==> config.mk <==
export PLATFORM = sky130hd
export DESIGN_NAME = channel_mixer
export DESIGN_NICKNAME = d
export VERILOG_FILES = /design/src/verilog/fm_pkg.sv /design/src/verilog/channel_mixer.sv
export SDC_FILE = /design/constraint.sdc
export NUM_CORES = 1
export LEC_CHECK = 0
export BUFFER_PORTS_ARGS = -buffer_cell sky130_fd_sc_hd__clkbuf_2
export CORE_MARGIN = 2
export CORE_UTILIZATION = 30
export CTS_BUF_LIST = sky130_fd_sc_hd__clkbuf_8
export DETAILED_ROUTE_END_ITERATION = 7
export GPL_TIMING_DRIVEN = 1
export HOLD_SLACK_MARGIN = 0.1
export SYNTH_ARGS = -nofsm -noshare
export SYNTH_HDL_FRONTEND = slang
export SYNTH_SLANG_ARGS = --single-unit
export TNS_END_PERCENT = 100
==> constraint.sdc <==
create_clock -name clk -period 7.55 [get_ports clk]
set_clock_uncertainty 0.05 [all_clocks]
set_input_delay 0.755 -clock clk [delete_from_list [all_inputs] [get_ports clk]]
set_output_delay 0.755 -clock clk [all_outputs]
set_load 0.02 [all_outputs]
==> src/verilog/fm_pkg.sv <==
/*
 * Shared widths, types and the sequencer state encoding for the FM operator core.
 * Modules take these in with a wildcard import in their header.
 */
`default_nettype none

package fm_pkg;

    // Operators per bank, as two fixed two-operator channels.
    localparam int NUM_OPS = 4;
    // Clocks between two slot issues.
    localparam int SLOT_CYCLES = 4;

    localparam int PHASE_ACC_WIDTH = 20;
    localparam int WS_WIDTH = 3;
    localparam int ENV_WIDTH = 9;
    localparam int OP_OUT_WIDTH = 14;
    localparam int SAMPLE_WIDTH = 16;
    localparam int OP_IDX_WIDTH = 2;

    // Unsigned phase accumulator value.
    typedef logic [PHASE_ACC_WIDTH-1:0] phase_t;
    // Waveform select.
    typedef logic [WS_WIDTH-1:0] ws_t;
    // Attenuation, all ones is the quietest setting.
    typedef logic [ENV_WIDTH-1:0] env_t;
    typedef logic signed [OP_OUT_WIDTH-1:0] op_out_t;
    typedef logic signed [SAMPLE_WIDTH-1:0] sample_t;
    typedef logic [OP_IDX_WIDTH-1:0] op_idx_t;

    // Frame sequencer states.
    typedef enum logic [1:0] {
        idle,
        issue,
        wait_slot,
        drain
    } seq_state_t;

endpackage

`default_nettype wire
==> src/verilog/channel_mixer.sv <==
/*
 * Sums the carrier outputs of one frame into a saturated signed sample.
 * The last operator's output closes the frame and pulses sample_valid.
 */
`timescale 1ns/10ps
`default_nettype none

module channel_mixer import fm_pkg::*; (
    input  wire logic    clk,
    input  wire logic    rst_n,
    input  wire logic    out_valid,
    input  wire op_idx_t out_op,
    input  wire op_out_t out,
    output sample_t      sample,
    output logic         sample_valid
);

    localparam sample_t SAMPLE_MAX = {1'b0, {(SAMPLE_WIDTH - 1){1'b1}}};
    localparam sample_t SAMPLE_MIN = {1'b1, {(SAMPLE_WIDTH - 1){1'b0}}};

    sample_t                       acc;
    op_out_t                       addend;
    logic signed [SAMPLE_WIDTH:0]  sum;
    sample_t                       sat;
    logic                          last_op;

    // Only carriers reach the mix.
    assign addend = out_op[0] ? out : '0;
    // One guard bit catches overflow.
    assign sum = (SAMPLE_WIDTH + 1)'(acc) + (SAMPLE_WIDTH + 1)'(addend);

    always_comb begin
        if (sum[SAMPLE_WIDTH] != sum[SAMPLE_WIDTH-1]) begin
            sat = sum[SAMPLE_WIDTH] ? SAMPLE_MIN : SAMPLE_MAX;
        end else begin
            sat = sample_t'(sum);
        end
    end

    assign last_op = (out_op == op_idx_t'(NUM_OPS - 1));

    always_ff @(posedge clk) begin
        if (!rst_n) begin
            acc <= '0;
            sample <= '0;
            sample_valid <= 1'b0;
        end else begin
            sample_valid <= 1'b0;
            if (out_valid) begin
                if (last_op) begin
                    sample <= sat;
                    sample_valid <= 1'b1;
                    acc <= '0;
                end else begin
                    acc <= sat;
                end
            end
        end
    end

endmodule

`default_nettype wire

-- Word-level counts from Yosys, hierarchy flattened
Cells that the tools add are included.
- logic and storage cells: 13
- input port bits: 19
- output and inout port bits: 17
- register bits after elaboration: 33
- multiplexer cells: 5
- reductions and logical operators: 2
- add/subtract/negate cells: 1
- equal/unequal tests: 2
- operators with widths (kind ; count):
    $mux 16 ; 3
    $add 16x14->17 ; 1
    $mux 14 ; 1
    $reduce_and 2->1 ; 2
    $eq 2x2->1 const B ; 1
    $mux 1 ; 1
    $ne 1x1->1 ; 1

-- Depth between registers and ports, before layout
- word-level depth: 5
- depth in mapped cells: 14
- mapped depth without buffers: 12

-- Worst setup path before layout
OpenSTA, ideal clock, no wires.
- path kind: input-to-reg
- start: in out_op[0]
- end: reg acc[14]
- data required time: 7.430 ns
- setup slack: 4.333 ns
- path buffers: 2
- data arrival time: 3.097 ns
- stages: 14
- setup time: 0.070 ns
- cells stage by stage: clkbuf_1 -> and2_1 -> ha_1 -> inv_1 -> fa_1 -> and2b_1 -> o2111ai_1 -> nand3_1 -> a21oi_2 -> o31a_1 -> nor3_4 -> buf_6 -> a21oi_1 -> a21oi_1
- word-level cells in the longest chain between the ends: 5
- elaborated cells on any way between the ends: 7
- those cells by class: add/sub (1); eq/ne (2); mux (4)
- RTL lines (what ; line ; text):
    start, declared ; channel_mixer.sv:12 ; input wire op_idx_t out_op,
    $mux 14 ; channel_mixer.sv:28 ; assign addend = out_op[0] ? out : '0;
    $add 16x14->17 ; channel_mixer.sv:30 ; assign sum = (SAMPLE_WIDTH + 1)'(acc) + (SAMPLE_WIDTH + 1)'(addend);
    $mux 16 or $ne 1x1->1 (tied branches) ; channel_mixer.sv:34, channel_mixer.sv:33 ;
    $mux 16 ; channel_mixer.sv:33 ; if (sum[SAMPLE_WIDTH] != sum[SAMPLE_WIDTH-1]) begin
    $mux 16 (*) ; channel_mixer.sv:50 ; if (last_op) begin
    end signal, assigned ; channel_mixer.sv:55 ; acc <= sat;
    end, declared ; channel_mixer.sv:21 ; sample_t acc;
Every way passes the cells marked *; elsewhere a longest branch is shown, timed or not.
A chain may end at the register's enable or synchronous reset.

-- Worst setup path after layout
- start: in out_op[0]
- end: reg acc[11]
Same word-level chain as after synthesis.

==> results.ini <==
[layout]
layout_commonest_cell = clkbuf_2
final_cell_area_um2 = 2400
mostFrequentLayoutCells = clkbuf_2 (35), a21oi_1 (33), dfxtp_1 (33), o21ai_0 (25), nand2_1 (24)
area_delta_synth_final_pct = 16.3
n_antenna_cell = 0
multiInputGateArea_um2 = 1320
regArea_um2 = 661
final_layout_size_suffix_gt1_share_pct = 18.2
fillerInstances = 710
fin_nets = 320

[sta]
worst_pin_slew_ns = 1.10
slew_headroom_pct = 26.5
hold_viol_final = 0
setup_tns_ns = 0
setup_viol = 0
finalCriticalPeriod_ns = 3.59
finalCritPeriodShare_pct = 47.6
rsz0062_at_grt = no
fin_ws_ns = 3.96
clock.fmax_mhz = 278
drv_slew = 0

[global_route]
grt_overflow = 0
grtUsageTotal_pct = 14.4
antenna_found_initial = 0
grt_pass1_vias = 1892
grt_pass1_wl_um = 8780
grt_max_degree = 29

[worst_setup_path]
critical-path-top-delay-family = simple AND/OR/NAND/NOR gates
cp_slowest_stage_delay_ns = 0.54
cp_slowest_cell = nor3_4
startpoint = out_op[0]
endpoint = acc[11]$_SDFFE_PN0P_
r2r_slack_ns = 4.52
criticalPathCategory = primary input to register
r2r_cells = 11
cp.required_ns = 7.71
path_cells = clkbuf_2, and2_1, ha_1, inv_1, fa_1, and2b_1, o2111ai_1, nand3_1, a21oi_2, o31a_1, nor3_4, a31oi_1, o21ai_0
reg2reg_from = acc[0]$_SDFFE_PN0P_
rr_endpoint = acc[11]$_SDFFE_PN0P_
crit_fanout = 17
cp_num_cells = 13
arrival_ns = 3.75
end_kind = register
start_kind = primary input
worst-path-buf-inv = 2

[status]
status = finished, final reports clean

[clocking]
root_buffer = clkbuf_8
clk_pin_slew_worst_paths_ns = 0.07
clk_latency_ns = 0.29
cts_sinks = 33
cts_tree = done
clock_path_buffers = 2
ctsHoldBuffers = 0
h-tree-depth = 2
post_cts_buffers = 0
numCtsBuffers = 5
post_cts_resize_count = 0

[pwr]
cellPowerDensity_nw_per_um2 = 209
p_leak_nw = 1.07
ir_drop_uv = 112

[routing]
wl_per_cell_um = 14.0
postRouteAntennaNets = 0
drt_iter0_markers = 65
drc = 0
vias = 1891
viasPerCell = 5.18
drt-pass1-iter-count = 4
totalWireLength_um = 5110

[synthesis]
ys_ff_latch = 33
yosysWarnings = 0
syn_area_um2 = 2070
synthCells = 253
synth.net_count = 289
ys_seq_area_share_pct = 32.0
syn_avg_cell_area_um2 = 8.17
synth_cell_type_count = 47

[die]
core_um2 = 6720
die-width_um = 87.0
row_count = 30
fp.dieArea_um2 = 7570
ios = 36
initial_core_util_pct = 30.8
die_h_um = 87.0

[placed_design]
dpl.hpwl_um = 3780
postPlaceCellArea_um2 = 2290
place.gp.congestion = 0.823
place_ws_ns = 3.66
port_buffers = 35

[worst_hold_path]
worstHoldPathType = register to register

[run]
cap_violations = 0

## worst register-to-register path: cells and delay by family, from the launching register on
kind            cells  cell delay [ns]
compound gates      5             1.00
simple gates        3             0.93
fa+ha+maj           2             0.57
flops               1             0.35
buf+inv             1             0.05
## through the flow
stage	hold WS (ns)	total power, mW	utilization, %	cells
floorplan	0.382	0.299	-	253
global placement	0.395	0.332	34.1	357
detailed placement	0.401	0.332	34.1	357
CTS	0.411	0.505	35.8	365
global route	0.429	0.531	35.8	365
finish	0.406	0.502	35.8	365
## how the worst min path moves through the flow
stage | startpoint | endpoint | slack, ns | cells after the start
after global placement | acc[6]$_SDFFE_PN0P_ | acc[6]$_SDFFE_PN0P_ | 0.39 | 2
after detailed placement | acc[8]$_SDFFE_PN0P_ | acc[8]$_SDFFE_PN0P_ | 0.40 | 2
final | acc[6]$_SDFFE_PN0P_ | acc[6]$_SDFFE_PN0P_ | 0.41 | 2
after global routing | acc[7]$_SDFFE_PN0P_ | acc[7]$_SDFFE_PN0P_ | 0.43 | 2
after floorplan | acc[0]$_SDFFE_PN0P_ | acc[0]$_SDFFE_PN0P_ | 0.38 | 2
after CTS | acc[8]$_SDFFE_PN0P_ | acc[8]$_SDFFE_PN0P_ | 0.41 | 2
## cell families after synthesis
group / synth area share [%]
AND/OR/NAND/NOR: 18.3
XOR/XNOR: 4.66
multiplexers: 0.484
adder cells (fa/ha/maj): 10.7
buffers and inverters: 4.24
flip-flops: 32.0
AO/OA/AOI/OAI: 29.7
## power by group
part	switching [mW]	internal, mW	leakage [nW]	total (mW)
logic	0.0828	0.0496	0.741	0.132
registers	0.00855	0.189	0.271	0.197
clock network	0.0729	0.0988	0.0543	0.172
## synthesized netlist by cell type, drive strengths merged
cell | number | area share, %
nand4 | 1 | 0.30
a31o | 1 | 0.42
or3 | 2 | 0.61
and2b | 1 | 0.36
nor3b | 2 | 0.97
and4 | 1 | 0.42
a211oi | 2 | 0.73
o21a | 3 | 1.1
nand2 | 24 | 4.4
o2111ai | 2 | 0.85
ha | 16 | 9.7
and2 | 13 | 3.9
o31a | 1 | 0.42
xnor2 | 6 | 2.5
xor2 | 5 | 2.1
dfxtp | 33 | 32
nand3b | 1 | 0.36
o21bai | 1 | 0.36
nor2b | 2 | 0.61
o21ai | 35 | 8.5
o2bb2ai | 1 | 0.42
and3 | 2 | 0.61
nand2b | 1 | 0.30
nand3 | 8 | 1.9
mux2i | 1 | 0.48
a221oi | 1 | 1.3
o31ai | 2 | 1.4
a21boi | 2 | 0.73
inv | 9 | 1.6
clkbuf | 8 | 1.5
fa | 1 | 0.97
buf | 3 | 1.1
a21oi | 35 | 8.8
a21o | 6 | 2.2
o211ai | 2 | 0.73
nor3 | 3 | 1.5
nor2 | 11 | 2.0
a31oi | 5 | 1.8
## layout make-up
class / instances / share of cell area [%]
clock buffer: 5 / 2.86
clock inverter: 3 / 1.93
inverter: 9 / 1.41
multi-input combinational: 200 / 54.9
sequential: 33 / 27.5
tap: 80 / 4.16
timing repair buffer: 35 / 7.29
## flip-flops by register name (all words and copies together), names as in the netlist
signal and cells:
sample_valid 1, sample 16, acc 16
## routing by layer
layer	wire length (µm)	vias up	GRT usage, %
li1	-	971	-
met2	2230	52	23.2
met3	304	7	3.60
met5	0	-	0
met1	2540	861	19.7
met4	34	0	2.56
(Power assumes the default switching activity.)
