[config.mk]
export PLATFORM = sky130hd
export DESIGN_NAME = operator_output_buffer
export DESIGN_NICKNAME = d
export VERILOG_FILES = /design/src/verilog/fm_pkg.sv /design/src/verilog/operator_output_buffer.sv
export SDC_FILE = /design/constraint.sdc
export NUM_CORES = 1
export LEC_CHECK = 0
export BUFFER_PORTS_ARGS = -buffer_cell sky130_fd_sc_hd__buf_2
export CORE_MARGIN = 2
export CORE_UTILIZATION = 52
export DETAILED_ROUTE_END_ITERATION = 12
export GPL_ROUTABILITY_DRIVEN = 0
export PLACE_DENSITY_LB_ADDON = 0.3
export SETUP_SLACK_MARGIN = 0.15
export SLEW_MARGIN = 25
export SYNTH_ARGS = -nofsm -noshare
export SYNTH_HDL_FRONTEND = slang
export SYNTH_SLANG_ARGS = --single-unit
[constraint.sdc]
create_clock -name clk -period 2.3 [get_ports clk]
set_input_delay 0.46 -clock clk [delete_from_list [all_inputs] [get_ports clk]]
set_output_delay 0.46 -clock clk [all_outputs]
set_load 0.02 [all_outputs]
[src/verilog/fm_pkg.sv]
/*
 * Shared widths, types and the sequencer state encoding for the FM operator core.
 * Modules take these in with a wildcard import in their header.
 */
`default_nettype none

package fm_pkg;

    // Operators per bank, as two fixed two-operator channels.
    localparam int NUM_OPS = 4;
    // Clocks between two slot issues.
    localparam int SLOT_CYCLES = 4;

    localparam int PHASE_ACC_WIDTH = 20;
    localparam int WS_WIDTH = 3;
    localparam int ENV_WIDTH = 9;
    localparam int OP_OUT_WIDTH = 14;
    localparam int SAMPLE_WIDTH = 16;
    localparam int OP_IDX_WIDTH = 2;

    // Unsigned phase accumulator value.
    typedef logic [PHASE_ACC_WIDTH-1:0] phase_t;
    // Waveform select.
    typedef logic [WS_WIDTH-1:0] ws_t;
    // Attenuation, all ones is the quietest setting.
    typedef logic [ENV_WIDTH-1:0] env_t;
    typedef logic signed [OP_OUT_WIDTH-1:0] op_out_t;
    typedef logic signed [SAMPLE_WIDTH-1:0] sample_t;
    typedef logic [OP_IDX_WIDTH-1:0] op_idx_t;

    // Frame sequencer states.
    typedef enum logic [1:0] {
        idle,
        issue,
        wait_slot,
        drain
    } seq_state_t;

endpackage

`default_nettype wire
[src/verilog/operator_output_buffer.sv]
/*
 * Latest output of every operator, written on out_valid.
 * Supplies the paired modulator output while a carrier slot is issued.
 */
`timescale 1ns/10ps
`default_nettype none

module operator_output_buffer import fm_pkg::*; #(
    parameter int num_ops = NUM_OPS
) (
    input  wire logic    clk,
    input  wire logic    rst_n,
    input  wire logic    out_valid,
    input  wire op_idx_t out_op,
    input  wire op_out_t out,
    input  wire op_idx_t slot_op,
    output op_out_t      modulation
);

    op_out_t entry [num_ops];
    // Modulator of a channel sits just below its carrier.
    op_idx_t mod_op;

    always_ff @(posedge clk) begin
        if (!rst_n) begin
            for (int i = 0; i < num_ops; i++) begin
                entry[i] <= '0;
            end
        end else if (out_valid) begin
            entry[out_op] <= out;
        end
    end

    assign mod_op = {slot_op[OP_IDX_WIDTH-1:1], 1'b0};

    // Odd slots are carriers, modulators get no input.
    assign modulation = slot_op[0] ? entry[mod_op] : '0;

endmodule

`default_nettype wire

## Word-level counts from Yosys, hierarchy flattened

Memory sizes are Yosys's and may differ from the RTL's.
Index checks and enable logic that the tools add are counted.

| word-level totals | value |
|---|---|
| register bits after elaboration | 0 |
| RAM bits | 56 |
| input port bits | 21 |
| output and inout port bits | 14 |
| logic and storage cells | 10 |
| memories kept | 1 |

| cells by class | value |
|---|---|
| muxes and demuxes | 8 |
| reduce and logical (&&, ||, !) cells | 1 |

Memory list:

| name | words | width | rd ports | clocked after memory_dff | write ports | line | source |
|---|---|---|---|---|---|---|---|
| entry | 4 | 14 | 1 | 0 | 4 | operator_output_buffer.sv:20 | `op_out_t entry [num_ops];` |

Operators by type and width:

| cell | number |
|---|---|
| $mux 14 | 2 |
| $reduce_or 14->1 | 1 |
| $mux 1 | 5 |
| $mux 2 | 1 |

## Logic depth before layout (Yosys ltp)

Gate-level depths: netlist of run 1.

| depth | value |
|---|---|
| depth after elaboration | 5 |
| mapped depth | 4 |
| mapped depth without buffers | 2 |

## Least setup slack after synthesis of run 1

Ideal clock, no wire load.

| path | value |
|---|---|
| kind | input to register |
| start point | in out_op[0] |
| end point | mem entry[2][0] (netlist bit), enable pin |
| setup time | 404 ps |
| arrival time | 1637 ps |
| data required time | 1896 ps |
| slack | 259 ps |
| cell stages on the path | 2 |
| path through | nand2b_1 > o21ai_0 |

RTL lines:

| item | line | source |
|---|---|---|
| from (decl) | operator_output_buffer.sv:14 | `input wire op_idx_t out_op,` |
| to (decl) | operator_output_buffer.sv:20 |  |

## Worst setup path in the final report of run 1

| path | value |
|---|---|
| start point | in slot_op[1] |
| end point | out modulation[10] |

| between the ends | value |
|---|---|
| word-level cells in the longest chain between the ends | 2 |

Ends and longest elaborated chain:

| item | line | source |
|---|---|---|
| from (decl) | operator_output_buffer.sv:16 | `input wire op_idx_t slot_op,` |
| $mem_v2 4x14 | - |  |
| $mux 14 | operator_output_buffer.sv:37 | `assign modulation = slot_op[0] ? entry[mod_op] : '0;` |
| to (decl) | operator_output_buffer.sv:17 | `output op_out_t modulation` |

Every way passes these cells.

==> flow_summary.json, run 1 <==
{
  "yosysMostFrequentCell": "edfxtp_1",
  "cts_max_path_buffers": 2,
  "setup_viol": 0,
  "grt-ovfl-total": 0,
  "chipHeight_um": 55.5,
  "synth_edf_count": 28,
  "htreeDepth": 1,
  "arrival_ns": 1.28,
  "cts_root_buf": "clkbuf_4",
  "cts_made_buffers": 3,
  "yosys.area_share.simple": 0.237,
  "regMostFlops": "entry",
  "fmax_ghz": 0.574,
  "synth.distinct_cells": 13,
  "worst_path_max_delay_cell": "buf_2",
  "clkSinkCount": 28,
  "antennaDiodeCount": 0,
  "track_usage": 0.158,
  "vias_per_cell": 5.02,
  "synth_xor_xnor_area_share": 0,
  "post-route-min-period_ns": 1.74,
  "coreArea_mm2": 0.00250,
  "synth_mux_area_frac": 0.102,
  "crit_fanout": 14,
  "rows": 18,
  "synth_ff_type": "edfxtp_1",
  "cts_hold_buf": 0,
  "num_vias": 873,
  "status": "complete, no violations",
  "firstDrtPassIters": 4,
  "io_pins": 35,
  "drc": 0,
  "ys_ff_latch": 28,
  "synth_top_cells_by_count": "edfxtp_1, nor2_1, nand2b_1, mux2i_1, nor2b_1",
  "powerDensity_mw_per_mm2": 602,
  "syn_area_per_cell_um2": 12.5,
  "max_stage_delay_ns": 0.36,
  "synth_fp_nets": 131,
  "clk_pin_slew_ns": 0.14,
  "cpMostUsedCell": "buf_2",
  "fin_hold_ws_ns": 0.455,
  "post_cts_buffers": 0,
  "power_leakage_nw": 0.654,
  "netlist_instances": 110,
  "critPathCaptureType": "output pin",
  "start_kind": "input pin",
  "nNetsFinal": 166,
  "hold_class": "input pin to flip-flop",
  "netlist.area_leader.share": 0.610,
  "finalMaxSlewViolations": 0,
  "crit_chain": "buf_2 > mux2i_1 > nor2b_1 > buf_2",
  "drt_iter0_drc": 13,
  "yosys-top-cells-area": "edfxtp_1, mux2i_1, nor2_1",
  "ant_nets": 0,
  "worstSetupEndpoint": "modulation[10]",
  "maxCapViolCount": 0,
  "syn_to_final_growth_pct": 14.0,
  "die_w_um": 55.5,
  "start_util": 0.551,
  "hpwl_um": 1520,
  "rsz0062_at_grt": "false",
  "grt_pass1_vias": 860,
  "grt_pass1_wl_um": 3850,
  "yosysWarnings": 0,
  "routedWlPerCell_um": 12.4,
  "fin_crit_sh": 0.758,
  "dieArea_mm2": 0.00308,
  "antenna_found_initial": 0,
  "wl_um": 2150,
  "seq_area_frac_synth": 0.610,
  "grt_max_degree": 16,
  "syn-cell-area_mm2": 0.00138,
  "synthArstFlopShare": 0,
  "drive_gt1_frac": 0.292,
  "synth_top_family_by_area": "simple AND/OR/NAND/NOR gates",
  "finalHoldViolCount": 0,
  "largest_reg_flops": 28,
  "port_buffers": 34,
  "crit_type": "input pin to output pin",
  "tritoncts": "yes",
  "slew_headroom": 0.711,
  "fin_tns_setup_ns": 0,
  "cp-startpoint": "slot_op[1]",
  "reg_top3": "entry (28)",
  "synth_compound_area_frac": 0.00727,
  "cp_data_required_time_ns": 1.84,
  "final_area_mm2": 0.00157,
  "place_area_mm2": 0.00154,
  "ir_worst_vdd_mv": 0.333,
  "ctsResizeCount": 0,
  "synth_adder_area_share": 0,
  "tightest_slew_ns": 0.434,
  "synth_largest_area_cell": "edfxtp_1"
}
how the worst min path moves through the flow:
| stage | from | to | slack (ns) | cells past startpoint |
|---|---|---|---|---|
| final | out[2] | entry[2][2]$_SDFFCE_PN0P_ | 0.45 | 3 |
| after global routing | out[1] | entry[2][1]$_SDFFCE_PN0P_ | 0.47 | 3 |
| after CTS | out[2] | entry[2][2]$_SDFFCE_PN0P_ | 0.45 | 3 |
| after detailed placement | out[2] | entry[2][2]$_SDFFCE_PN0P_ | 0.79 | 3 |
| after global placement | out[2] | entry[2][2]$_SDFFCE_PN0P_ | 0.78 | 3 |
| after floorplan | out[11] | entry[0][11]$_SDFFCE_PN0P_ | 0.69 | 2 |
logic make-up (layout without fill, tap and decap cells):
logic type,count (synthesis),in the layout
AOI/OAI and AO/OA,2,2
buffers and inverters,7,41
muxes,14,14
and+or+nand+nor,59,59
DFF,28,28
layout make-up:
class                      count  area [um2]
fill                         208         930
inverter                       1        3.75
sequential                    28         841
clock buffer                   3        22.5
clock inverter                 1        3.75
multi-input combinational     75         477
timing repair buffer          36         185
tap                           30        37.5
routing by layer:
layer / GRT usage / part of all wire / vias up
met3: 0.0234 / 0.048 / 2
li1: - / - / 442
met2: 0.287 / 0.55 / 27
met1: 0.188 / 0.40 / 402
met4: 0.0592 / 0.0088 / 0
met5: 0 / 0 / -
cells in the final DEF, fill, tap and decap left out, drive strengths merged:
| cell | count |
|---|---|
| buf | 36 |
| edfxtp | 28 |
| nor2 | 28 |
| nand2b | 15 |
| mux2i | 14 |
| nor2b | 14 |
| clkbuf | 3 |
| o21ai | 2 |
| inv | 1 |
| nand3 | 1 |
| nand3b | 1 |
| clkinv | 1 |
worst max-delay path: cells and delay by family:
kind          cells  cell delay, ns
buf+inv           2            0.51
mux               1            0.25
simple gates      1            0.06
stage by stage:
stage	instances	setup slack (ns)	util	total power, mW
2_1_floorplan	110	0.259	-	0.717
3_3_place_gp	170	0.536	0.618	0.763
3_5_place_dp	170	0.539	0.618	0.768
4_1_cts	174	0.539	0.628	0.951
5_1_grt	174	0.444	0.628	0.983
6_report	174	0.557	0.628	0.945
power by group:
group / leakage, nW / internal (mW) / switching (mW)
Combinational: 0.363 / 0.0588 / 0.0852
Clock: 0.0154 / 0.0634 / 0.128
Sequential: 0.275 / 0.599 / 0.0101
Power figures use the tool's default switching activity.
==> inputs of run 2 (changes only) <==
CORE_UTILIZATION = 47   (was 52)
clock period = 1.6 ns   (was 2.3 ns; I/O delays follow)
==> flow_summary.json, run 2 (synthesis results as in run 1) <==
{
  "status": "complete, no violations",
  "cts_max_path_buffers": 2,
  "final_area_mm2": 0.00161,
  "finalPower_mw": 1.54,
  "tritoncts": "yes",
  "track_usage": 0.141,
  "setup_viol": 0,
  "layout_setup_ws_ns": 0.166,
  "drive_gt1_frac": 0.299,
  "powerDensity_mw_per_mm2": 959,
  "drt_iter0_drc": 10,
  "whs_path_depth": 3,
  "grt_max_degree": 17,
  "firstDrtPassIters": 3,
  "fin_crit_sh": 0.896,
  "rsz0062_at_grt": "true",
  "routedWlPerCell_um": 12.8,
  "arrival_ns": 1.11,
  "layout_common_cells": "buf_2, edfxtp_1, nor2_1",
  "start_kind": "flip-flop",
  "fin_tns_setup_ns": 0,
  "vias_per_cell": 4.95,
  "whs_endpoint": "entry[2][4]$_SDFFCE_PN0P_",
  "final_common_cell": "buf_2",
  "finalHoldViolCount": 0,
  "grt_pass1_vias": 799,
  "ant_nets": 0,
  "crit_type": "flip-flop to output pin",
  "regMostFlops": "entry",
  "grt-ovfl-total": 0,
  "dieArea_mm2": 0.00338,
  "pre_cts_ws_ns": 0.0934,
  "port_buffers": 34,
  "antenna_found_initial": 0,
  "wl_um": 2240,
  "crit_fanout": 1,
  "nNetsFinal": 166,
  "antennaDiodeCount": 0,
  "syn_to_final_growth_pct": 16.5,
  "htreeDepth": 1,
  "reg_top3": "entry (28)",
  "num_vias": 867,
  "crit_buf_inv": 1,
  "cts_made_buffers": 3,
  "cts_root_buf": "clkbuf_4",
  "holdCritStartpoint": "out[4]",
  "tightest_slew_ns": 0.245,
  "finalMaxSlewViolations": 0,
  "post_cts_buffers": 0,
  "crit_family": "flip-flops",
  "largest_reg_flops": 28,
  "rows": 19,
  "clk_pin_slew_ns": 0.15,
  "hold_class": "input pin to flip-flop",
  "max_stage_delay_ns": 0.39,
  "drc": 0,
  "worst_path_max_delay_cell": "edfxtp_1",
  "fmax_ghz": 0.697,
  "io_pins": 35,
  "place_area_mm2": 0.00155,
  "cp_num_cells": 3,
  "cp_data_required_time_ns": 1.28,
  "power_leakage_nw": 0.668,
  "ir_worst_vdd_mv": 0.652,
  "chipHeight_um": 58.1,
  "maxCapViolCount": 0,
  "post-route-min-period_ns": 1.43,
  "critPathCaptureType": "output pin",
  "start_util": 0.495,
  "grt_pass1_wl_um": 3540,
  "clkSinkCount": 28,
  "crit_chain": "mux2i_1 > nor2b_1 > buf_4",
  "slew_headroom": 0.837,
  "die_w_um": 58.1,
  "coreArea_mm2": 0.00278
}
## run 2: worst max path at each step
stage	endpoint	from
final	modulation[10]	entry[2][10]$_SDFFCE_PN0P_
after detailed placement	modulation[10]	slot_op[1]
after floorplan	entry[0][0]$_SDFFCE_PN0P_	out_op[0]
after global placement	modulation[10]	slot_op[1]
after CTS	modulation[10]	entry[2][10]$_SDFFCE_PN0P_
after global routing	modulation[9]	entry[2][9]$_SDFFCE_PN0P_
## run 2: power by group
| group | leakage (nW) | internal (mW) | switching [mW] |
|---|---|---|---|
| Sequential | 0.275 | 0.861 | 0.0126 |
| Combinational | 0.364 | 0.0873 | 0.124 |
| Clock | 0.0279 | 0.253 | 0.201 |
| Total | 0.668 | 1.20 | 0.338 |
## run 2: final cells by class
cell class / instances / area [um2]
Fill cell: 234 / 1180
Sequential cell: 28 / 841
Multi-Input combinational cell: 75 / 477
Timing Repair Buffer: 36 / 193
Tap cell: 31 / 38.8
Clock inverter: 1 / 30.0
Clock buffer: 3 / 22.5
Inverter: 1 / 3.75
## run 2: what timing repair did
item	in CTS	in global routing
resized for setup	1	2
hold buffers	0	0
setup endpoints to repair	14	9
hold endpoints to repair	0	0
## run 2: layer usage
metal / vias to the layer above / track usage / routed length [um]
li1: 441 / - / -
met5: - / 0 / 0
met4: 0 / 0.0498 / 19
met3: 2 / 0.0201 / 91
met2: 20 / 0.252 / 1210
met1: 404 / 0.175 / 919
## run 2: metrics by stage
step            util  hold slack (ns)  instances
6_report       0.577            0.309        175
5_1_grt        0.577            0.313        175
4_1_cts        0.575            0.301        175
3_5_place_dp   0.556            0.646        171
3_3_place_gp   0.556            0.639        171
2_1_floorplan      -            0.552        110
==> inputs of run 3 (changes only) <==
CORE_UTILIZATION = 30   (was 47)
CTS_BUF_LIST = sky130_fd_sc_hd__clkbuf_2 sky130_fd_sc_hd__clkbuf_4 sky130_fd_sc_hd__clkbuf_8   (was unset)
==> flow_summary.json, run 3 (synthesis results as in run 1) <==
{
  "firstDrtPassIters": 4,
  "crit_type": "input pin to output pin",
  "hpwl_um": 1850,
  "routedWlPerCell_um": 13.2,
  "whs_endpoint": "entry[2][0]$_SDFFCE_PN0P_",
  "syn_to_final_growth_pct": 19.0,
  "num_vias": 868,
  "reg_top3": "entry (28)",
  "fmax_ghz": 0.732,
  "port_buffers": 34,
  "clockPowerShare": 0.255,
  "ant_nets": 0,
  "antennaDiodeCount": 0,
  "crit_chain": "buf_4 > buf_12 > mux2i_1 > nor2b_1 > buf_2",
  "critPathCaptureType": "output pin",
  "finalMaxSlewViolations": 0,
  "clk_pin_slew_ns": 0.09,
  "multi_input_area_um2": 477,
  "htreeDepth": 1,
  "cts_hold_buf": 0,
  "register_area_um2": 841,
  "clkSinkCount": 28,
  "fin_crit_sh": 0.853,
  "place_area_mm2": 0.00159,
  "power_leakage_nw": 0.672,
  "cts_root_buf": "clkbuf_8",
  "fin_cells": 197,
  "vias_per_cell": 4.41,
  "p_int_mw": 1.12,
  "cp_data_required_time_ns": 1.28,
  "die_w_um": 71.8,
  "arrival_ns": 1.05,
  "start_kind": "input pin",
  "finalPower_mw": 1.47,
  "crit_buf_inv": 3,
  "drt_iter0_drc": 26,
  "grt_max_degree": 16,
  "worst_path_max_delay_cell": "buf_2",
  "rows": 24,
  "tightest_slew_ns": 0.232,
  "powerDensity_mw_per_mm2": 895,
  "start_util": 0.314,
  "coreArea_mm2": 0.00438,
  "chipHeight_um": 71.8,
  "hold_class": "input pin to flip-flop",
  "nNetsFinal": 167,
  "holdCritStartpoint": "out[0]",
  "power_frac_comb": 0.149,
  "grt_pass1_vias": 918,
  "io_pins": 35,
  "layout_common_cells": "buf_2, edfxtp_1, nor2_1",
  "dieArea_mm2": 0.00515,
  "grt_pass1_wl_um": 4360,
  "pwr-share-seq": 0.596,
  "tritoncts": "yes",
  "status": "complete, no violations",
  "fin_tns_setup_ns": 0,
  "ctsResizeCount": 1,
  "whs_path_depth": 3,
  "final_area_mm2": 0.00164,
  "post_cts_buffers": 0,
  "largest_reg_flops": 28,
  "maxCapViolCount": 0,
  "crit_fanout": 8,
  "drive_gt1_frac": 0.297,
  "p_switching_mw": 0.344,
  "dp.cells": 193,
  "cts_made_buffers": 3,
  "ir_worst_vdd_mv": 0.306,
  "rsz0062_at_grt": "false",
  "fillers": 443,
  "regMostFlops": "entry",
  "slew_headroom": 0.845,
  "switching_share": 0.234,
  "final_common_cell": "buf_2",
  "drc": 0,
  "finalHoldViolCount": 0,
  "wl_um": 2600,
  "track_usage": 0.111,
  "grt-ovfl-total": 0,
  "post-route-min-period_ns": 1.37,
  "antenna_found_initial": 0,
  "setup_viol": 0,
  "crit_family": "buffers and inverters",
  "max_stage_delay_ns": 0.18,
  "cts_max_path_buffers": 2
}
[run 3: cell count changes in the layout (fill, tap and decap cells not counted), sizes merged]
cell,previous run,this run
buf,36,37
bufinv,1,0
clkinv,0,1
[run 3: worst max-delay path by stage]
stage / start / endpoint / slack [ns] / depth (start not counted)
2_1_floorplan: out_op[0] / entry[0][0]$_SDFFCE_PN0P_ / 0.07 / 2
3_3_place_gp: slot_op[1] / modulation[8] / 0.16 / 5
3_5_place_dp: slot_op[1] / modulation[5] / 0.13 / 5
4_1_cts: slot_op[1] / modulation[8] / 0.22 / 5
5_1_grt: slot_op[1] / modulation[9] / 0.16 / 5
6_report: slot_op[1] / modulation[8] / 0.23 / 5
[run 3: metal layers]
layer  wire [um]  global-route usage  vias up
met4          29              0.0503        0
li1            -                   -      441
met3          95             0.00985        2
met2        1440               0.203       17
met5           0                   0        -
met1        1030               0.131      408
[run 3: per-stage QoR]
stage          hold slack [ns]  setup slack, ns   util
2_1_floorplan            0.552           0.0714      -
3_3_place_gp             0.639            0.156  0.363
3_5_place_dp             0.659            0.131  0.363
4_1_cts                  0.376            0.219  0.374
5_1_grt                  0.400            0.160  0.374
6_report                 0.378            0.234  0.374
[run 3: power by group through the flow]
stage / combinational, mW / sequential [mW] / clock, mW
2_1_floorplan: 0.143 / 0.888 / 0
5_1_grt: 0.241 / 0.879 / 0.418
3_3_place_gp: 0.218 / 0.890 / 0
4_1_cts: 0.224 / 0.876 / 0.390
3_5_place_dp: 0.223 / 0.893 / 0
6_report: 0.218 / 0.875 / 0.374
[run 3: layout make-up]
| cell class | instances | share of cell area |
|---|---|---|
| clock buffer | 3 | 0.0252 |
| tap | 52 | 0.0397 |
| multi-input combinational | 75 | 0.291 |
| sequential | 28 | 0.513 |
| timing repair buffer | 37 | 0.127 |
| clock inverter | 1 | 0.00229 |
| inverter | 1 | 0.00229 |
