==> src/verilog/fm_pkg.sv <==
/*
 * Shared widths, types and the sequencer state encoding for the FM operator core.
 * Modules take these in with a wildcard import in their header.
 */
`default_nettype none

package fm_pkg;

    // Operators per bank, as two fixed two-operator channels.
    localparam int NUM_OPS = 4;
    // Clocks between two slot issues.
    localparam int SLOT_CYCLES = 4;

    localparam int PHASE_ACC_WIDTH = 20;
    localparam int WS_WIDTH = 3;
    localparam int ENV_WIDTH = 9;
    localparam int OP_OUT_WIDTH = 14;
    localparam int SAMPLE_WIDTH = 16;
    localparam int OP_IDX_WIDTH = 2;

    // Unsigned phase accumulator value.
    typedef logic [PHASE_ACC_WIDTH-1:0] phase_t;
    // Waveform select.
    typedef logic [WS_WIDTH-1:0] ws_t;
    // Attenuation, all ones is the quietest setting.
    typedef logic [ENV_WIDTH-1:0] env_t;
    typedef logic signed [OP_OUT_WIDTH-1:0] op_out_t;
    typedef logic signed [SAMPLE_WIDTH-1:0] sample_t;
    typedef logic [OP_IDX_WIDTH-1:0] op_idx_t;

    // Frame sequencer states.
    typedef enum logic [1:0] {
        idle,
        issue,
        wait_slot,
        drain
    } seq_state_t;

endpackage

`default_nettype wire
==> src/verilog/slot_if.sv <==
/*
 * One issued operator slot, passed from the sequencer to the phase generator.
 * All fields are valid in the single cycle where slot_valid is high.
 */
`timescale 1ns/10ps
`default_nettype none

interface slot_if import fm_pkg::*; ();

    logic    slot_valid;
    op_idx_t op_num;
    phase_t  phase_inc;
    ws_t     ws;
    env_t    env;
    // High on the first slot after a key-on rising edge.
    logic    key_on_pulse;

    modport producer (
        output slot_valid, op_num, phase_inc, ws, env, key_on_pulse
    );

    modport consumer (
        input slot_valid, op_num, phase_inc, ws, env, key_on_pulse
    );

endinterface

`default_nettype wire

==> src/verilog/operator_sequencer.sv <==
/*
 * Host register file for the operators and the frame sequencer.
 * A sample_en pulse while idle starts a frame that issues one slot every
 * SLOT_CYCLES clocks, then drains the phase generator pipeline.
 */
`timescale 1ns/10ps
`default_nettype none

module operator_sequencer import fm_pkg::*; (
    input  wire logic    clk,
    input  wire logic    rst_n,
    input  wire logic    sample_en,
    input  wire logic    reg_we,
    input  wire op_idx_t reg_op,
    input  wire phase_t  reg_phase_inc,
    input  wire ws_t     reg_ws,
    input  wire env_t    reg_env,
    input  wire logic    reg_key_on,
    slot_if.producer     slot
);

    // Cycles the phase generator needs after the last issue.
    localparam int DRAIN_CYCLES = 2;
    localparam int CNT_WIDTH = $clog2(SLOT_CYCLES);

    phase_t              phase_inc_r [NUM_OPS];
    ws_t                 ws_r [NUM_OPS];
    env_t                env_r [NUM_OPS];
    logic [NUM_OPS-1:0]  key_on_r;
    // Key-on level seen at each operator's last slot.
    logic [NUM_OPS-1:0]  key_on_prev;

    seq_state_t          state;
    op_idx_t             op_cnt;
    logic [CNT_WIDTH-1:0] cnt;

    // Host writes one complete record at a time.
    always_ff @(posedge clk) begin
        if (!rst_n) begin
            for (int i = 0; i < NUM_OPS; i++) begin
                phase_inc_r[i] <= '0;
                ws_r[i] <= '0;
                env_r[i] <= '1;
            end
            key_on_r <= '0;
        end else if (reg_we) begin
            phase_inc_r[reg_op] <= reg_phase_inc;
            ws_r[reg_op] <= reg_ws;
            env_r[reg_op] <= reg_env;
            key_on_r[reg_op] <= reg_key_on;
        end
    end

    // Frame FSM, sample_en only counts when idle.
    always_ff @(posedge clk) begin
        if (!rst_n) begin
            state <= idle;
            op_cnt <= '0;
            cnt <= '0;
            key_on_prev <= '0;
        end else begin
            case (state)
                idle: begin
                    if (sample_en) begin
                        state <= issue;
                        op_cnt <= '0;
                    end
                end
                issue: begin
                    key_on_prev[op_cnt] <= key_on_r[op_cnt];
                    cnt <= '0;
                    if (op_cnt == op_idx_t'(NUM_OPS - 1)) begin
                        state <= drain;
                    end else begin
                        state <= wait_slot;
                    end
                end
                wait_slot: begin
                    // Issue again SLOT_CYCLES after the previous issue.
                    if (cnt == CNT_WIDTH'(SLOT_CYCLES - 2)) begin
                        state <= issue;
                        op_cnt <= op_cnt + 1'b1;
                    end else begin
                        cnt <= cnt + 1'b1;
                    end
                end
                drain: begin
                    if (cnt == CNT_WIDTH'(DRAIN_CYCLES - 1)) begin
                        state <= idle;
                    end else begin
                        cnt <= cnt + 1'b1;
                    end
                end
                default: state <= idle;
            endcase
        end
    end

    // Slot fields come straight from the record of the current operator.
    assign slot.slot_valid = (state == issue);
    assign slot.op_num = op_cnt;
    assign slot.phase_inc = phase_inc_r[op_cnt];
    assign slot.ws = ws_r[op_cnt];
    assign slot.env = env_r[op_cnt];
    assign slot.key_on_pulse = slot.slot_valid & key_on_r[op_cnt] & ~key_on_prev[op_cnt];

endmodule

`default_nettype wire

==> src/flat_wrapper.sv <==
// flat-port wrapper written by rule: the top's interface ports become plain ports
module operator_sequencer_flat import fm_pkg::*;
  (clk, rst_n, sample_en, reg_we, reg_op, reg_phase_inc, reg_ws, reg_env, reg_key_on, slot_slot_valid, slot_op_num, slot_phase_inc, slot_ws, slot_env, slot_key_on_pulse);
  slot_if slot_i ();
  input  wire logic clk;
  input  wire logic rst_n;
  input  wire logic sample_en;
  input  wire logic reg_we;
  input  wire op_idx_t reg_op;
  input  wire phase_t reg_phase_inc;
  input  wire ws_t reg_ws;
  input  wire env_t reg_env;
  input  wire logic reg_key_on;
  output wire logic [$bits(slot_i.slot_valid)-1:0] slot_slot_valid;
  output wire logic [$bits(slot_i.op_num)-1:0] slot_op_num;
  output wire logic [$bits(slot_i.phase_inc)-1:0] slot_phase_inc;
  output wire logic [$bits(slot_i.ws)-1:0] slot_ws;
  output wire logic [$bits(slot_i.env)-1:0] slot_env;
  output wire logic [$bits(slot_i.key_on_pulse)-1:0] slot_key_on_pulse;
  assign slot_slot_valid = slot_i.slot_valid;
  assign slot_op_num = slot_i.op_num;
  assign slot_phase_inc = slot_i.phase_inc;
  assign slot_ws = slot_i.ws;
  assign slot_env = slot_i.env;
  assign slot_key_on_pulse = slot_i.key_on_pulse;
  operator_sequencer u_core (.clk(clk), .rst_n(rst_n), .sample_en(sample_en), .reg_we(reg_we), .reg_op(reg_op), .reg_phase_inc(reg_phase_inc), .reg_ws(reg_ws), .reg_env(reg_env), .reg_key_on(reg_key_on), .slot(slot_i));
endmodule
==> config.mk <==
export PLATFORM = sky130hd
export DESIGN_NAME = operator_sequencer_flat
export DESIGN_NICKNAME = d
export VERILOG_FILES = /design/src/verilog/fm_pkg.sv /design/src/verilog/slot_if.sv /design/src/verilog/operator_sequencer.sv /design/src/flat_wrapper.sv
export SDC_FILE = /design/constraint.sdc
export NUM_CORES = 1
export LEC_CHECK = 0
export ABC_AREA = 0
export ABC_CLOCK_PERIOD_IN_PS = 4500
export BUFFER_PORTS_ARGS = -buffer_cell sky130_fd_sc_hd__buf_2
export CORE_ASPECT_RATIO = 1.2
export CORE_MARGIN = 5
export CORE_UTILIZATION = 43
export DETAILED_ROUTE_END_ITERATION = 10
export SYNTH_ARGS = -nofsm -noshare
export SYNTH_HDL_FRONTEND = slang
export SYNTH_SLANG_ARGS = --single-unit
==> constraint.sdc <==
create_clock -name clk -period 4.5 [get_ports clk]
set_input_delay 0.9 -clock clk [delete_from_list [all_inputs] [get_ports clk]]
set_output_delay 0.9 -clock clk [all_outputs]
set_load 0.02 [all_outputs]
* Word level (Yosys, flattened, before mapping)
Memories as Yosys holds them, arrays and structs flattened. A register that Yosys moved wholly into a read port is not among the register bits.
Index checks and enable logic that the tools add are counted.
** Word-level totals
- Register bits after elaboration :: 14
- Bits in writable memories :: 128
- Output and inout bits :: 36
- Logic and storage cells :: 79
- Memories :: 3
** Memory list
- u_core.phase_inc_r :: depth 4, width 20, read ports 1, clocked after memory_dff 1, wr ports 4, line operator_sequencer.sv:26 : phase_t phase_inc_r [NUM_OPS];
- u_core.env_r :: depth 4, width 9, read ports 1, clocked after memory_dff 1, wr ports 4, line operator_sequencer.sv:28 : env_t env_r [NUM_OPS];
- u_core.ws_r :: depth 4, width 3, read ports 1, clocked after memory_dff 1, wr ports 4, line operator_sequencer.sv:27 : ws_t ws_r [NUM_OPS];
** Cells by class
- Add/subtract/negate cells :: 2
- Magnitude comparators :: 4
- Eq/ne operators :: 11
- Multiplexer cells :: 40
- Bitwise logic cells :: 3
- Reductions and logical operators :: 11
** Operators by type and width (count)
- two-way mux 2 bit :: 16
- two-way mux 20 bit :: 1
- OR reduction 20 bit :: 1
- two-way mux 1 bit :: 12
- two-way mux 9 bit :: 1
- AND reduction 3 bit :: 3
- OR reduction 9 bit :: 1
- bitwise mux 4 bit :: 2
- == test 2 bit, second input constant :: 4
- one-hot mux 2 bit (4 select lines) :: 1
- < comparator 2 x 3 -> 1 bit, second input constant :: 2
- inequality test 2 bit, second input constant :: 3
- one-hot mux 2 bit (3 select lines) :: 1
- adder 2 x 1 -> 2 bit, second input constant :: 2
- binary-select mux 1 bit (select 2 bit) :: 2
- demux 1 bit (select 2 bit) :: 2
- == test 2 x 1 -> 1 bit, second input constant :: 2
- greater-or-equal comparator 2 x 1 -> 1 bit, second input constant :: 2
- inequality test 2 x 1 -> 1 bit, second input constant :: 2
- one-hot mux 2 bit (2 select lines) :: 1
- two-way mux 3 bit :: 1
- nonzero test 3 bit :: 1
- OR reduction 3 bit :: 1
- AND 1 bit :: 2
- 4 further kinds :: 5

* Logic depth before layout (Yosys ltp)
Gate-level depths: netlist (run 1).
- Word-level depth :: 5
- Mapped depth :: 6
- Mapped depth without buffers :: 5

* Worst setup path after synthesis (run 1)
Ideal clock, no wire load.
- Path type :: input port to flip-flop
- Start :: in reg_op[1]
- End :: mem u_core.env_r[0][0] in the netlist's numbering, enable pin
- Setup time :: 0.466 ns
- Arrival time :: 3.695 ns
- Data required time :: 4.034 ns
- Slack :: 0.340 ns
- Cell stages on the path :: 4
- Buffers on the path :: 2
- Path through :: buf_2 or2_1 buf_2 o21ai_0
** RTL lines
- start: declaration :: line flat_wrapper.sv:9 : input wire op_idx_t reg_op;
- end: declaration :: line operator_sequencer.sv:28

==> metrics.md, run 1 <==
| Metric | Value |
|---|---|
| Final #Nets | ~560 |
| Fin Setup TNS | 0 ns |
| Core ar. | ~14000 um^2 |
| Top FF cell, synth | edfxtp_1 |
| First drt pass iteration count | 4 |
| Post-synthesis xor/xnor area fraction | less than 1% |
| Commonest non-fill, non-tap cell in the layout | edfxtp_1 |
| Final cycle utilization of the critical path | roughly 66% |
| Critical Path Fanout Max | 32 |
| Relative slew margins | 14.6% |
| Post-synthesis mux area share | 12.8% |
| Asr flop ratio synth | 0% |
| Iteration-0 DRC count of the detailed router | between 200 and 250 |
| Post-route minimum period | 2.98 ns |
| Die footprint | between 15000 and 20000 um^2 |
| Status | completed |
| Post-CTS setup buffer count | 0 |
| Clock Sinks | 144 |
| Final worst setup slack | between 1.5 and 2 ns |
| Leak | 2.75 nW |
| Cells after synthesis | approximately 450 |
| Critical Path RT | ~3.6 ns |
| Clock skew | 0.00356 ns |
| Pin count of the biggest net entering global routing | 33 |
| Adder-cell share of the synthesized area | 1.20% |
| Design Area, Final | around 7300 um^2 |
| IO Port Bufs | 74 |
| Post-synthesis sequential area ratio | 66.3% |
| P per Cell Area | roughly 430 nW/um^2 |
| Drt wl/cell | between 15 and 20 um |
| Total track usage | 15.8% |
| Fin. max-slew vios | 0 |
| Seq cells post-synth | between 100 and 150 |
| Clk pin slew, worst setup/hold paths | ~0.05 ns |
| Library cells used by synthesis | 34 |
| Worst Setup End Kind | output port |
| Synth Area per Inst | around 14 um^2 |
| Synth area leaders | edfxtp_1, mux4_2, dfxtp_1, nor2_1, nand2_1 |
| Post-Synth Simple-Gate Area | about an eighth |
| Commonest non-fill, non-tap cells in the layout | edfxtp_1, nor2_1, buf_2, nand2_1, inv_1 |
| IO Pins | between 70 and 80 |
| Crit path buf inv count | 2 |
| Initial antenna violation count | 0 |
| Main combinational cell family by area after synthesis | multiplexers |
| Syn-to-layout area delta | 16.1% |
| Critical path's slowest cell | mux4_2 |
| Row cnt | 48 |
| Die Wd | 120 um |
| Overflow after GRT | 0 |
| VDD IR max | 217 uV |
| Most crowded layer after global routing | met2 |
| Met3 usage | around 4.3% |
| Inserted Diodes | 0 |
| RSZ-0062 raised after global routing | no |
| Critical Path AT | approximately 2.1 ns |
| Post-synth top area share | 61.2% |
| First-pass GRT wire length | ~21 mm |
| Worst Hold Class | flip-flop to flip-flop |
| Register area | approximately 4200 um^2 |
| Fillers | around 1300 |
| Delay-heaviest family, CP | buffers and inverters |
| DR vias/cell | just over 5 |
| Met2 Track Usage GR | about 28% |
| M1 GR Usage | between 10% and 20% |
| Crit path cell chain | buf_4 > mux4_2 > buf_2 |
| CTS buffer count | 17 |
| DRC Markers | 0 |
| Startpoint types | flip-flop |
| Detail Placement HPWL | around 8 mm |
| Routed wire length | 13.0 mm |
| Area after DPL | between 6000 and 7000 um^2 |
| Post-route ant nets | 0 |
| Dominant cell type by area after synthesis | edfxtp_1 |
| Max frequency | approximately 340 MHz |
| Endpoints failing setup | 0 |
| Initial Util | between 40% and 50% |
| CTS resizes | 0 |
| CTS Hold Bufs | 0 |
| YS warnings | 0 |
| Clock Tree Root | clkbuf_16 |
| CP max stage delay | between 0.6 and 0.7 ns |
| CTS tree | yes |
| Clk_lat worst skew | 0.40 ns |
| Least-Margin Pin Slew | between 1 and 1.5 ns |
| Place WS | about 1.3 ns |
| Mapped Nets | 497 |
| Chip height | about 140 um |
| Fraction of layout cells with a size suffix above 1 | between 20% and 30% |
| Vias post-DR | ~3700 |
| Compound-Gate Fraction of Synth Area | under 10% |
| Hold Fails Final Rpt | 0 |
| Max Cap Violations | 0 |
| Multi-input gate area | about 1800 um^2 |
| H-Tree Depth | 4 |
| CP Class | flip-flop to output port |
| Synthesized area | ~6300 um^2 |
| RD Place Congestion | about 0.73 |
| CTS max path bufs | 2 |
| Number of synthesized flops with an enable pin | approximately 130 |
| Number of global-route vias before repair | slightly above 4000 |
-- layer usage --
layer / up-vias / wire length (um)
met3: 17 / 648
met5: - / 0
met2: 80 / 6920
li1: 1731 / -
met4: 0 / 227
met1: 1824 / 5180
-- final timing paths --
| path | startpoint | to | slack, ns | cells after the start |
|---|---|---|---|---|
| max reg2reg | u_core.cnt[0] | u_core.state[0] | 3.01 | 4 |
| max | flip-flop | slot_phase_inc[4] | 1.52 | 3 |
| min | u_core.key_on_r[2] | u_core.key_on_r[2] | 0.47 | 2 |
| min reg2reg | u_core.key_on_r[2] | u_core.key_on_r[2] | 0.47 | 2 |
-- worst register-to-register path, delay by kind of cell (launching register included) --
family	cells	cell delay [ns]
multiplexers	1	0.46
flip-flops	1	0.39
adder cells (fa/ha/maj)	1	0.29
buffers and inverters	1	0.08
AND/OR/NAND/NOR	1	0.16
-- per-stage QoR --
| step | std cells | hold WS (ns) | util [%] | total power [mW] |
|---|---|---|---|---|
| floorplan | 452 | 0.440 | - | 1.76 |
| finish | 706 | 0.465 | 50.8 | 3.17 |
| global placement | 675 | 0.462 | 46.8 | 1.83 |
| CTS | 706 | 0.474 | 50.8 | 3.20 |
| global route | 706 | 0.510 | 50.8 | 3.28 |
| detailed placement | 675 | 0.466 | 46.8 | 1.85 |
-- flip-flops by register name, summed over array words and instances, names as in the netlist, named ones only --
register	flops
u_core.phase_inc_r	80
u_core.env_r	36
u_core.ws_r	12
u_core.key_on_prev	4
u_core.key_on_r	4
u_core.cnt	2
u_core.slot.op_num	2
u_core.state	2
-- report_power, final --
| part | internal (mW) | total (mW) | switching, mW |
|---|---|---|---|
| clock | 0.859 | 1.36 | 0.501 |
| combinational | 0.0783 | 0.225 | 0.147 |
| sequential | 1.56 | 1.59 | 0.0290 |
-- cell type report --
class                   count  area share (%)
flip-flops and latches    144            57.1
multi-input cells         243            24.8
clock buffers              18            5.88
repair buffers             75            5.18
well taps                 175            3.00
clock inverters            13            2.01
inverters                  38            1.96
-- synth_stat cells, drive strengths merged, types with 5 or more instances --
cell / n
mux4: 35
nand2: 69
dfxtp: 16
nor2b: 9
inv: 38
ha: 6
edfxtp: 128
nor2: 82
buf: 22
a21boi: 5
clkbuf: 5
-- logic make-up after synthesis --
kind of cell / after synthesis
flops: 144
xor+xnor: 1
simple gates: 182
mux: 36
fa+ha+maj: 6
buf+inv: 65
compound gates: 18
Power figures use the tool's default switching activity.
==> inputs of run 2 (changes only) <==
- ABC_CLOCK_PERIOD_IN_PS: 4500 -> 2830
- clock period: 4.5 -> 2.83 ns (I/O delays scaled with it)
==> metrics.md, run 2 (synthesized netlist as in run 1, its figures left out) <==
| Metric | Value |
|---|---|
| Met3 Wirelength | 619 um (was 648 um) |
| Most flops, register | u_core.phase_inc_r (unchanged) |
| Metal1 wirelength | 5.26 mm (was 5.18 mm) |
| Critical Path AT | 1.92 ns (was 2.08 ns) |
| Final #Nets | 577 (was 564) |
| Iteration-0 DRC count of the detailed router | 232 (was 229) |
| Syn-to-layout area delta | 17.3% (was 16.1%) |
| Switch share | 21.9% (was 21.4%) |
| IO Pins | 75 (unchanged) |
| Detail Placement HPWL | 8.37 mm (was 7.97 mm) |
| Overflow after GRT | 0 (unchanged) |
| CTS tree | yes (unchanged) |
| Reg2Reg Depth | 4 (unchanged) |
| Logic gate share of total power | 7.4% (was 7.1%) |
| Total Power | 4.98 mW (was 3.17 mW) |
| Clock power share | 41.9% (was 42.9%) |
| VDD IR max | 339 uV (was 217 uV) |
| Initial antenna violation count | 0 (unchanged) |
| CTS max path bufs | 2 (unchanged) |
| R2R Setup Slk | 1.31 ns (was 3.01 ns) |
| Post-route ant nets | 0 (unchanged) |
| Crit path depth | 3 (unchanged) |
| DRC Markers | 0 (unchanged) |
| Worst r2r src | u_core.cnt[0] (unchanged) |
| Initial Util | 43.8% (unchanged) |
| CTS buffer count | 17 (unchanged) |
| Worst Setup End Kind | output port (unchanged) |
| RSZ-0062 raised after global routing | no (unchanged) |
| Crit path cell chain | buf_4 > mux4_2 > buf_2 (unchanged) |
| Fin. max-slew vios | 0 (unchanged) |
| Total track usage | 16.1% (was 15.8%) |
| Largest registers | u_core.phase_inc_r: 80 flops, u_core.env_r: 36 flops, u_core.ws_r: 12 flops (unchanged) |
| Endpoints failing setup | 0 (unchanged) |
| Clock Sinks | 144 (unchanged) |
| Fraction of layout cells with a size suffix above 1 | 30.1% (was 28.4%) |
| First-pass GRT wire length | 21.0 mm (was 20.6 mm) |
| Flop pwr share | 50.7% (was 50.0%) |
| Internal power | 3.89 mW (was 2.49 mW) |
| Row cnt | 48 (unchanged) |
| Die Wd | 120 um (unchanged) |
| Least-Margin Pin Slew | 0.671 ns (was 1.28 ns) |
| First drt pass iteration count | 4 (unchanged) |
| Chip height | 142 um (unchanged) |
| Post-route minimum period | around 2.5 ns |
| Crit path buf inv count | 2 (unchanged) |
| Max frequency | a little over 400 MHz |
| Worst Hold Class | primary input to flip-flop (was flip-flop to flip-flop) |
| Number of global-route vias before repair | 3981 (was 4028) |
| Delay-heaviest family, CP | flip-flops (was buffers and inverters) |
| CTS Hold Bufs | 0 (unchanged) |
| DR vias/cell | 5.15 (was 5.17) |
| Reg2Reg Capture Point | u_core.state[0] (unchanged) |
| Startpoint types | flip-flop (unchanged) |
| Clock Tree Root | clkbuf_16 (unchanged) |
| Met2 Wirelength | 6.99 mm (was 6.92 mm) |
| Drt wl/cell | 18.1 um (was 18.4 um) |
| Termination of the worst setup path | slot_phase_inc[15] (was slot_phase_inc[4]) |
| Top layer in use | met4 (unchanged) |
| Clock skew | 0.00703 ns (was 0.00356 ns) |
| Commonest non-fill, non-tap cell in the layout | edfxtp_1 (unchanged) |
| CTS resizes | 0 (unchanged) |
| Hold path depth | 3 (was 2) |
| Final worst setup slack | 0.343 ns (was 1.52 ns) |
| IO Port Bufs | 74 (unchanged) |
| Critical path's slowest cell | dfxtp_2 (was mux4_2) |
| Pin count of the biggest net entering global routing | 33 (unchanged) |
| RD Place Congestion | 0.735 (was 0.728) |
| Commonest non-fill, non-tap cells in the layout | edfxtp_1, nor2_1, buf_2, nand2_1, inv_1 (unchanged) |
| Final cycle utilization of the critical path | between 80% and 90% |
| Place WS | 0.752 ns (was 1.30 ns) |
| Routed wire length | 13.0 mm (about the same) |
| Max reg flops | 80 (unchanged) |
| H-Tree Depth | 4 (unchanged) |
| Vias post-DR | 3703 (was 3652) |
| CP Class | flip-flop to output port (unchanged) |
| Critical Path Fanout Max | 23 (was 32) |
| Switching pwr | 1.09 mW (was 0.677 mW) |
| P per Cell Area | 675 nW/um^2 (was 435 nW/um^2) |
| Die footprint | 17100 um^2 (unchanged) |
| Inserted Diodes | 0 (unchanged) |
| Max Cap Violations | 0 (unchanged) |
| Clk pin slew, worst setup/hold paths | 0.06 ns (was 0.05 ns) |
| Status | completed (unchanged) |
| Clk_lat worst skew | 0.41 ns (was 0.40 ns) |
| Fin Setup TNS | 0 ns (unchanged) |
| Min Hold Slack | 0.447 ns (was 0.465 ns) |
| Leak | 2.80 nW (was 2.75 nW) |
| Relative slew margins | 55.2% (was 14.6%) |
| Hold Fails Final Rpt | 0 (unchanged) |
| Critical Path RT | 2.26 ns (was 3.60 ns) |
| Core ar. | 14400 um^2 (unchanged) |
| CP max stage delay | 0.76 ns (was 0.62 ns) |
| Post-CTS setup buffer count | 0 (unchanged) |
run 2: changes by cell type in the layout (fill, tap and decap cells not counted):
cell,change
buf_4,+13
bufinv_16,-1
clkbuf_1,+1
clkinv_1,-1
clkinvlp_4,+1
run 2: per-stage QoR:
step                instances  area [um^2]  utilization [%]
floorplan                 452         6280                -
global route              719         7370             51.3
finish                    719         7370             51.3
detailed placement        688         6820             47.5
CTS                       719         7370             51.3
global placement          688         6820             47.5
run 2: layout make-up:
type	instances	area, um^2
Fill cell	1209	6990
Sequential cell	144	4170
Clock inverter	12	120
Multi-Input combinational cell	243	1810
Timing Repair Buffer	88	475
Clock buffer	19	433
Inverter	38	143
Tap cell	175	219
run 2: worst min-delay path by stage:
| stage | endpoint | from |
|---|---|---|
| floorplan | u_core.key_on_r[2] | u_core.key_on_r[2] |
| global placement | u_core.key_on_r[2] | u_core.key_on_r[2] |
| global route | u_core.env_r[3][8] | reg_env[8] |
| detailed placement | u_core.key_on_r[2] | u_core.key_on_r[2] |
| finish | u_core.env_r[3][8] | reg_env[8] |
| CTS | u_core.env_r[3][8] | reg_env[8] |
run 2: tightest hold or removal path, stage by stage:
cell and delay, ns:
buf_2 0.07, nor2_1 0.06, inv_1 0.05
run 2: routing by layer:
layer / up-vias / track usage (%)
li1: 1750 / -
met1: 1865 / 18.7
met2: 78 / 28.6
met3: 10 / 4.85
met4: 0 / 5.49
met5: - / 0
run 2: power groups by stage:
| stage | Clock, mW | Combinational [mW] | Sequential [mW] |
|---|---|---|---|
| 6_report | 2.08 | 0.368 | 2.52 |
| 5_1_grt | 2.22 | 0.401 | 2.54 |
| 2_1_floorplan | 0 | 0.251 | 2.54 |
| 3_5_place_dp | 0 | 0.373 | 2.57 |
| 4_1_cts | 2.12 | 0.376 | 2.53 |
| 3_3_place_gp | 0 | 0.368 | 2.56 |
==> inputs of run 3 (changes only) <==
- ABC_AREA: 0 -> 1
==> metrics.md, run 3 <==
| Metric | Value |
|---|---|
| Clk pin slew, worst setup/hold paths | 0.06 ns (about the same) |
| Commonest non-fill, non-tap cell in the layout | nor2_1 (was edfxtp_1) |
| Reg2Reg Depth | 4 (unchanged) |
| Design Area, Final | 7540 um^2 (was 7370 um^2) |
| Cells after synthesis | 602 (was 452) |
| Critical Path Fanout Max | 64 (was 23) |
| Clock skew | 0.00590 ns (was 0.00703 ns) |
| Worst Hold Class | primary input to flip-flop (unchanged) |
| Fillers | 1322 (was 1209) |
| DRC Markers | 0 (unchanged) |
| Post-synthesis sequential area ratio | 65.3% (was 66.3%) |
| R2R Setup Slk | 1.45 ns (was 1.31 ns) |
| Inserted Diodes | 0 (unchanged) |
| Most frequent cell after synthesis | nor2_1 (was edfxtp_1) |
| Synth Area per Inst | 10.6 um^2 (was 13.9 um^2) |
| Routed wire length | 14.6 mm (was 13.0 mm) |
| Critical path's slowest cell | inv_4 (was dfxtp_2) |
| IO Port Bufs | 74 (unchanged) |
| Fin. max-slew vios | 0 (unchanged) |
| Synthesized area | 6370 um^2 (was 6280 um^2) |
| Post-CTS setup buffer count | 0 (unchanged) |
| Pin count of the biggest net entering global routing | 65 (was 33) |
| Top FF cell, synth | edfxtp_1 (unchanged) |
| Worst r2r src | u_core.slot.op_num[0] (was u_core.cnt[0]) |
| Post-synth top area share | 60.3% (was 61.2%) |
| DR vias/cell | 5.10 (was 5.15) |
| CTS max path bufs | 2 (unchanged) |
| RSZ-0062 raised after global routing | no (unchanged) |
| Commonest cells post-synth | nor2_1, edfxtp_1, o21ai_0 (was edfxtp_1, nor2_1, nand2_1) |
| Endpoints failing setup | 0 (unchanged) |
| Number of global-route vias before repair | 4686 (was 3981) |
| Seq cells post-synth | 144 (unchanged) |
| Fraction of layout cells with a size suffix above 1 | 20.8% (was 30.1%) |
| CTS resizes | 0 (unchanged) |
| Drt wl/cell | 16.3 um (was 18.1 um) |
| Final cycle utilization of the critical path | 86.6% (was 87.9%) |
| Vias post-DR | 4541 (was 3703) |
| Max Cap Violations | 0 (unchanged) |
| Leak | 3.09 nW (was 2.80 nW) |
| Die Wd | 121 um (was 120 um) |
| CTS buffer count | 17 (unchanged) |
| Clock Tree Root | clkbuf_16 (unchanged) |
| Die footprint | 17400 um^2 (was 17100 um^2) |
| Status | completed (unchanged) |
| Chip height | 143 um (was 142 um) |
| RD Place Congestion | 0.738 (was 0.735) |
| Termination of the worst setup path | slot_ws[2] (was slot_phase_inc[15]) |
| YS warnings | 0 (unchanged) |
| Clk_lat worst skew | 0.41 ns (about the same) |
| First-pass GRT wire length | 23.5 mm (was 21.0 mm) |
| Dominant cell type by area after synthesis | edfxtp_1 (unchanged) |
| CTS tree | yes (unchanged) |
| Hold Fails Final Rpt | 0 (unchanged) |
| Clock Sinks | 144 (unchanged) |
| Crit path cell chain | inv_4 > o21ai_0 > o22ai_1 > buf_2 (was buf_4 > mux4_2 > buf_2) |
| Total track usage | 17.5% (was 16.1%) |
| Final core occ | 52.1% (was 51.3%) |
| Detail Placement HPWL | 8.92 mm (was 8.37 mm) |
| IO Pins | 75 (unchanged) |
| Min Hold Slack | 0.457 ns (was 0.447 ns) |
| Startpoint types | flip-flop (unchanged) |
| Final #Nets | 723 (was 577) |
| CP Class | flip-flop to output port (unchanged) |
| Reg2Reg Capture Point | u_core.slot.op_num[1] (was u_core.state[0]) |
| Critical Path RT | 2.26 ns (about the same) |
| Post-route minimum period | 2.45 ns (was 2.49 ns) |
| CTS Hold Bufs | 0 (unchanged) |
| Post-route ant nets | 0 (unchanged) |
| Most flops, register | u_core.phase_inc_r (unchanged) |
| Row cnt | 48 (unchanged) |
| Max reg flops | 80 (unchanged) |
| Relative slew margins | 57.0% (was 55.2%) |
| Core ar. | 14500 um^2 (was 14400 um^2) |
| Overflow after GRT | 0 (unchanged) |
| Number of synthesized flops with an enable pin | 128 (unchanged) |
| Iteration-0 DRC count of the detailed router | 316 (was 232) |
| Initial antenna violation count | 0 (unchanged) |
| Least-Margin Pin Slew | 0.645 ns (was 0.671 ns) |
| Fin Setup TNS | 0 ns (unchanged) |
| Library cells used by synthesis | 22 (was 34) |
| Area after DPL | 6970 um^2 (was 6820 um^2) |
| Asr flop ratio synth | 0% (unchanged) |
| Critical Path AT | 1.89 ns (was 1.92 ns) |
| Mapped Nets | 647 (was 497) |
| Largest registers | u_core.phase_inc_r: 80 flops, u_core.env_r: 36 flops, u_core.ws_r: 12 flops (unchanged) |
| Synth area leaders | edfxtp_1, nor2_1, o21ai_0, dfxtp_1, nand2_4 (was edfxtp_1, mux4_2, dfxtp_1, nor2_1, nand2_1) |
| Max frequency | 408 MHz (was 402 MHz) |
| VDD IR max | 318 uV (was 339 uV) |
| H-Tree Depth | 4 (unchanged) |
| P per Cell Area | 677 nW/um^2 (was 675 nW/um^2) |
| Syn-to-layout area delta | 18.3% (was 17.3%) |
| First drt pass iteration count | 5 (was 4) |
| Commonest non-fill, non-tap cells in the layout | nor2_1, edfxtp_1, buf_2, o21ai_0 (was edfxtp_1, nor2_1, buf_2, nand2_1, inv_1) |
| Initial Util | 44.0% (was 43.8%) |
| Worst Setup End Kind | output port (unchanged) |
| CP max stage delay | 0.48 ns (was 0.76 ns) |
run 3: layer usage:
metal	global-route usage (%)	part of all wire, %
met1	21.4	42
met2	31.1	52
met3	4.02	5.0
met4	5.31	0.98
met5	0	0
run 3: stage by stage:
| step | total power, mW | instances | worst slack [ns] |
|---|---|---|---|
| 4_1_cts | 5.15 | 891 | 0.347 |
| 3_3_place_gp | 2.95 | 859 | 0.742 |
| 5_1_grt | 5.30 | 891 | 0.248 |
| 2_1_floorplan | 2.80 | 602 | 0.757 |
| 6_report | 5.11 | 891 | 0.379 |
| 3_5_place_dp | 2.97 | 859 | 0.659 |
run 3: cell type report:
cell class | instances | area (um^2) | share of cell area (%)
flip-flops and latches | 144 | 4170 | 55.2
multi-input cells | 370 | 1820 | 24.1
repair buffers | 87 | 505 | 6.70
clock buffers | 18 | 429 | 5.69
well taps | 200 | 250 | 3.32
inverters | 58 | 225 | 2.99
clock inverters | 14 | 148 | 1.96
run 3: worst min path at each step:
stage / start / endpoint / slack (ns) / cells past startpoint
after global routing: reg_env[3] / u_core.env_r[1][3] / 0.45 / 3
after CTS: reg_env[5] / u_core.env_r[3][5] / 0.44 / 3
final: reg_env[1] / u_core.env_r[3][1] / 0.46 / 3
after detailed placement: u_core.key_on_r[3] / u_core.key_on_r[3] / 0.46 / 2
after floorplan: u_core.key_on_r[3] / u_core.key_on_r[3] / 0.42 / 2
after global placement: u_core.key_on_r[3] / u_core.key_on_r[3] / 0.46 / 2
run 3: worst max-delay path, delay by kind of cell (launching register included):
| family | cells | cell delay, ns |
|---|---|---|
| AO/OA/AOI/OAI | 2 | 0.43 |
| buffers and inverters | 2 | 0.71 |
| flip-flops | 1 | 0.34 |
run 3: cells by family after synthesis:
| logic type | share of synthesized area [%] |
|---|---|
| AND/OR/NAND/NOR | 17.2 |
| flip-flops | 65.3 |
| AO/OA/AOI/OAI | 10.0 |
| buffers and inverters | 6.30 |
| adder cells (fa/ha/maj) | 1.18 |
run 3: where the power goes:
group / switching (mW) / total (mW) / internal, mW
clock: 0.821 / 2.19 / 1.37
sequential: 0.0447 / 2.52 / 2.47
combinational: 0.281 / 0.400 / 0.119
total: 1.15 / 5.11 / 3.96
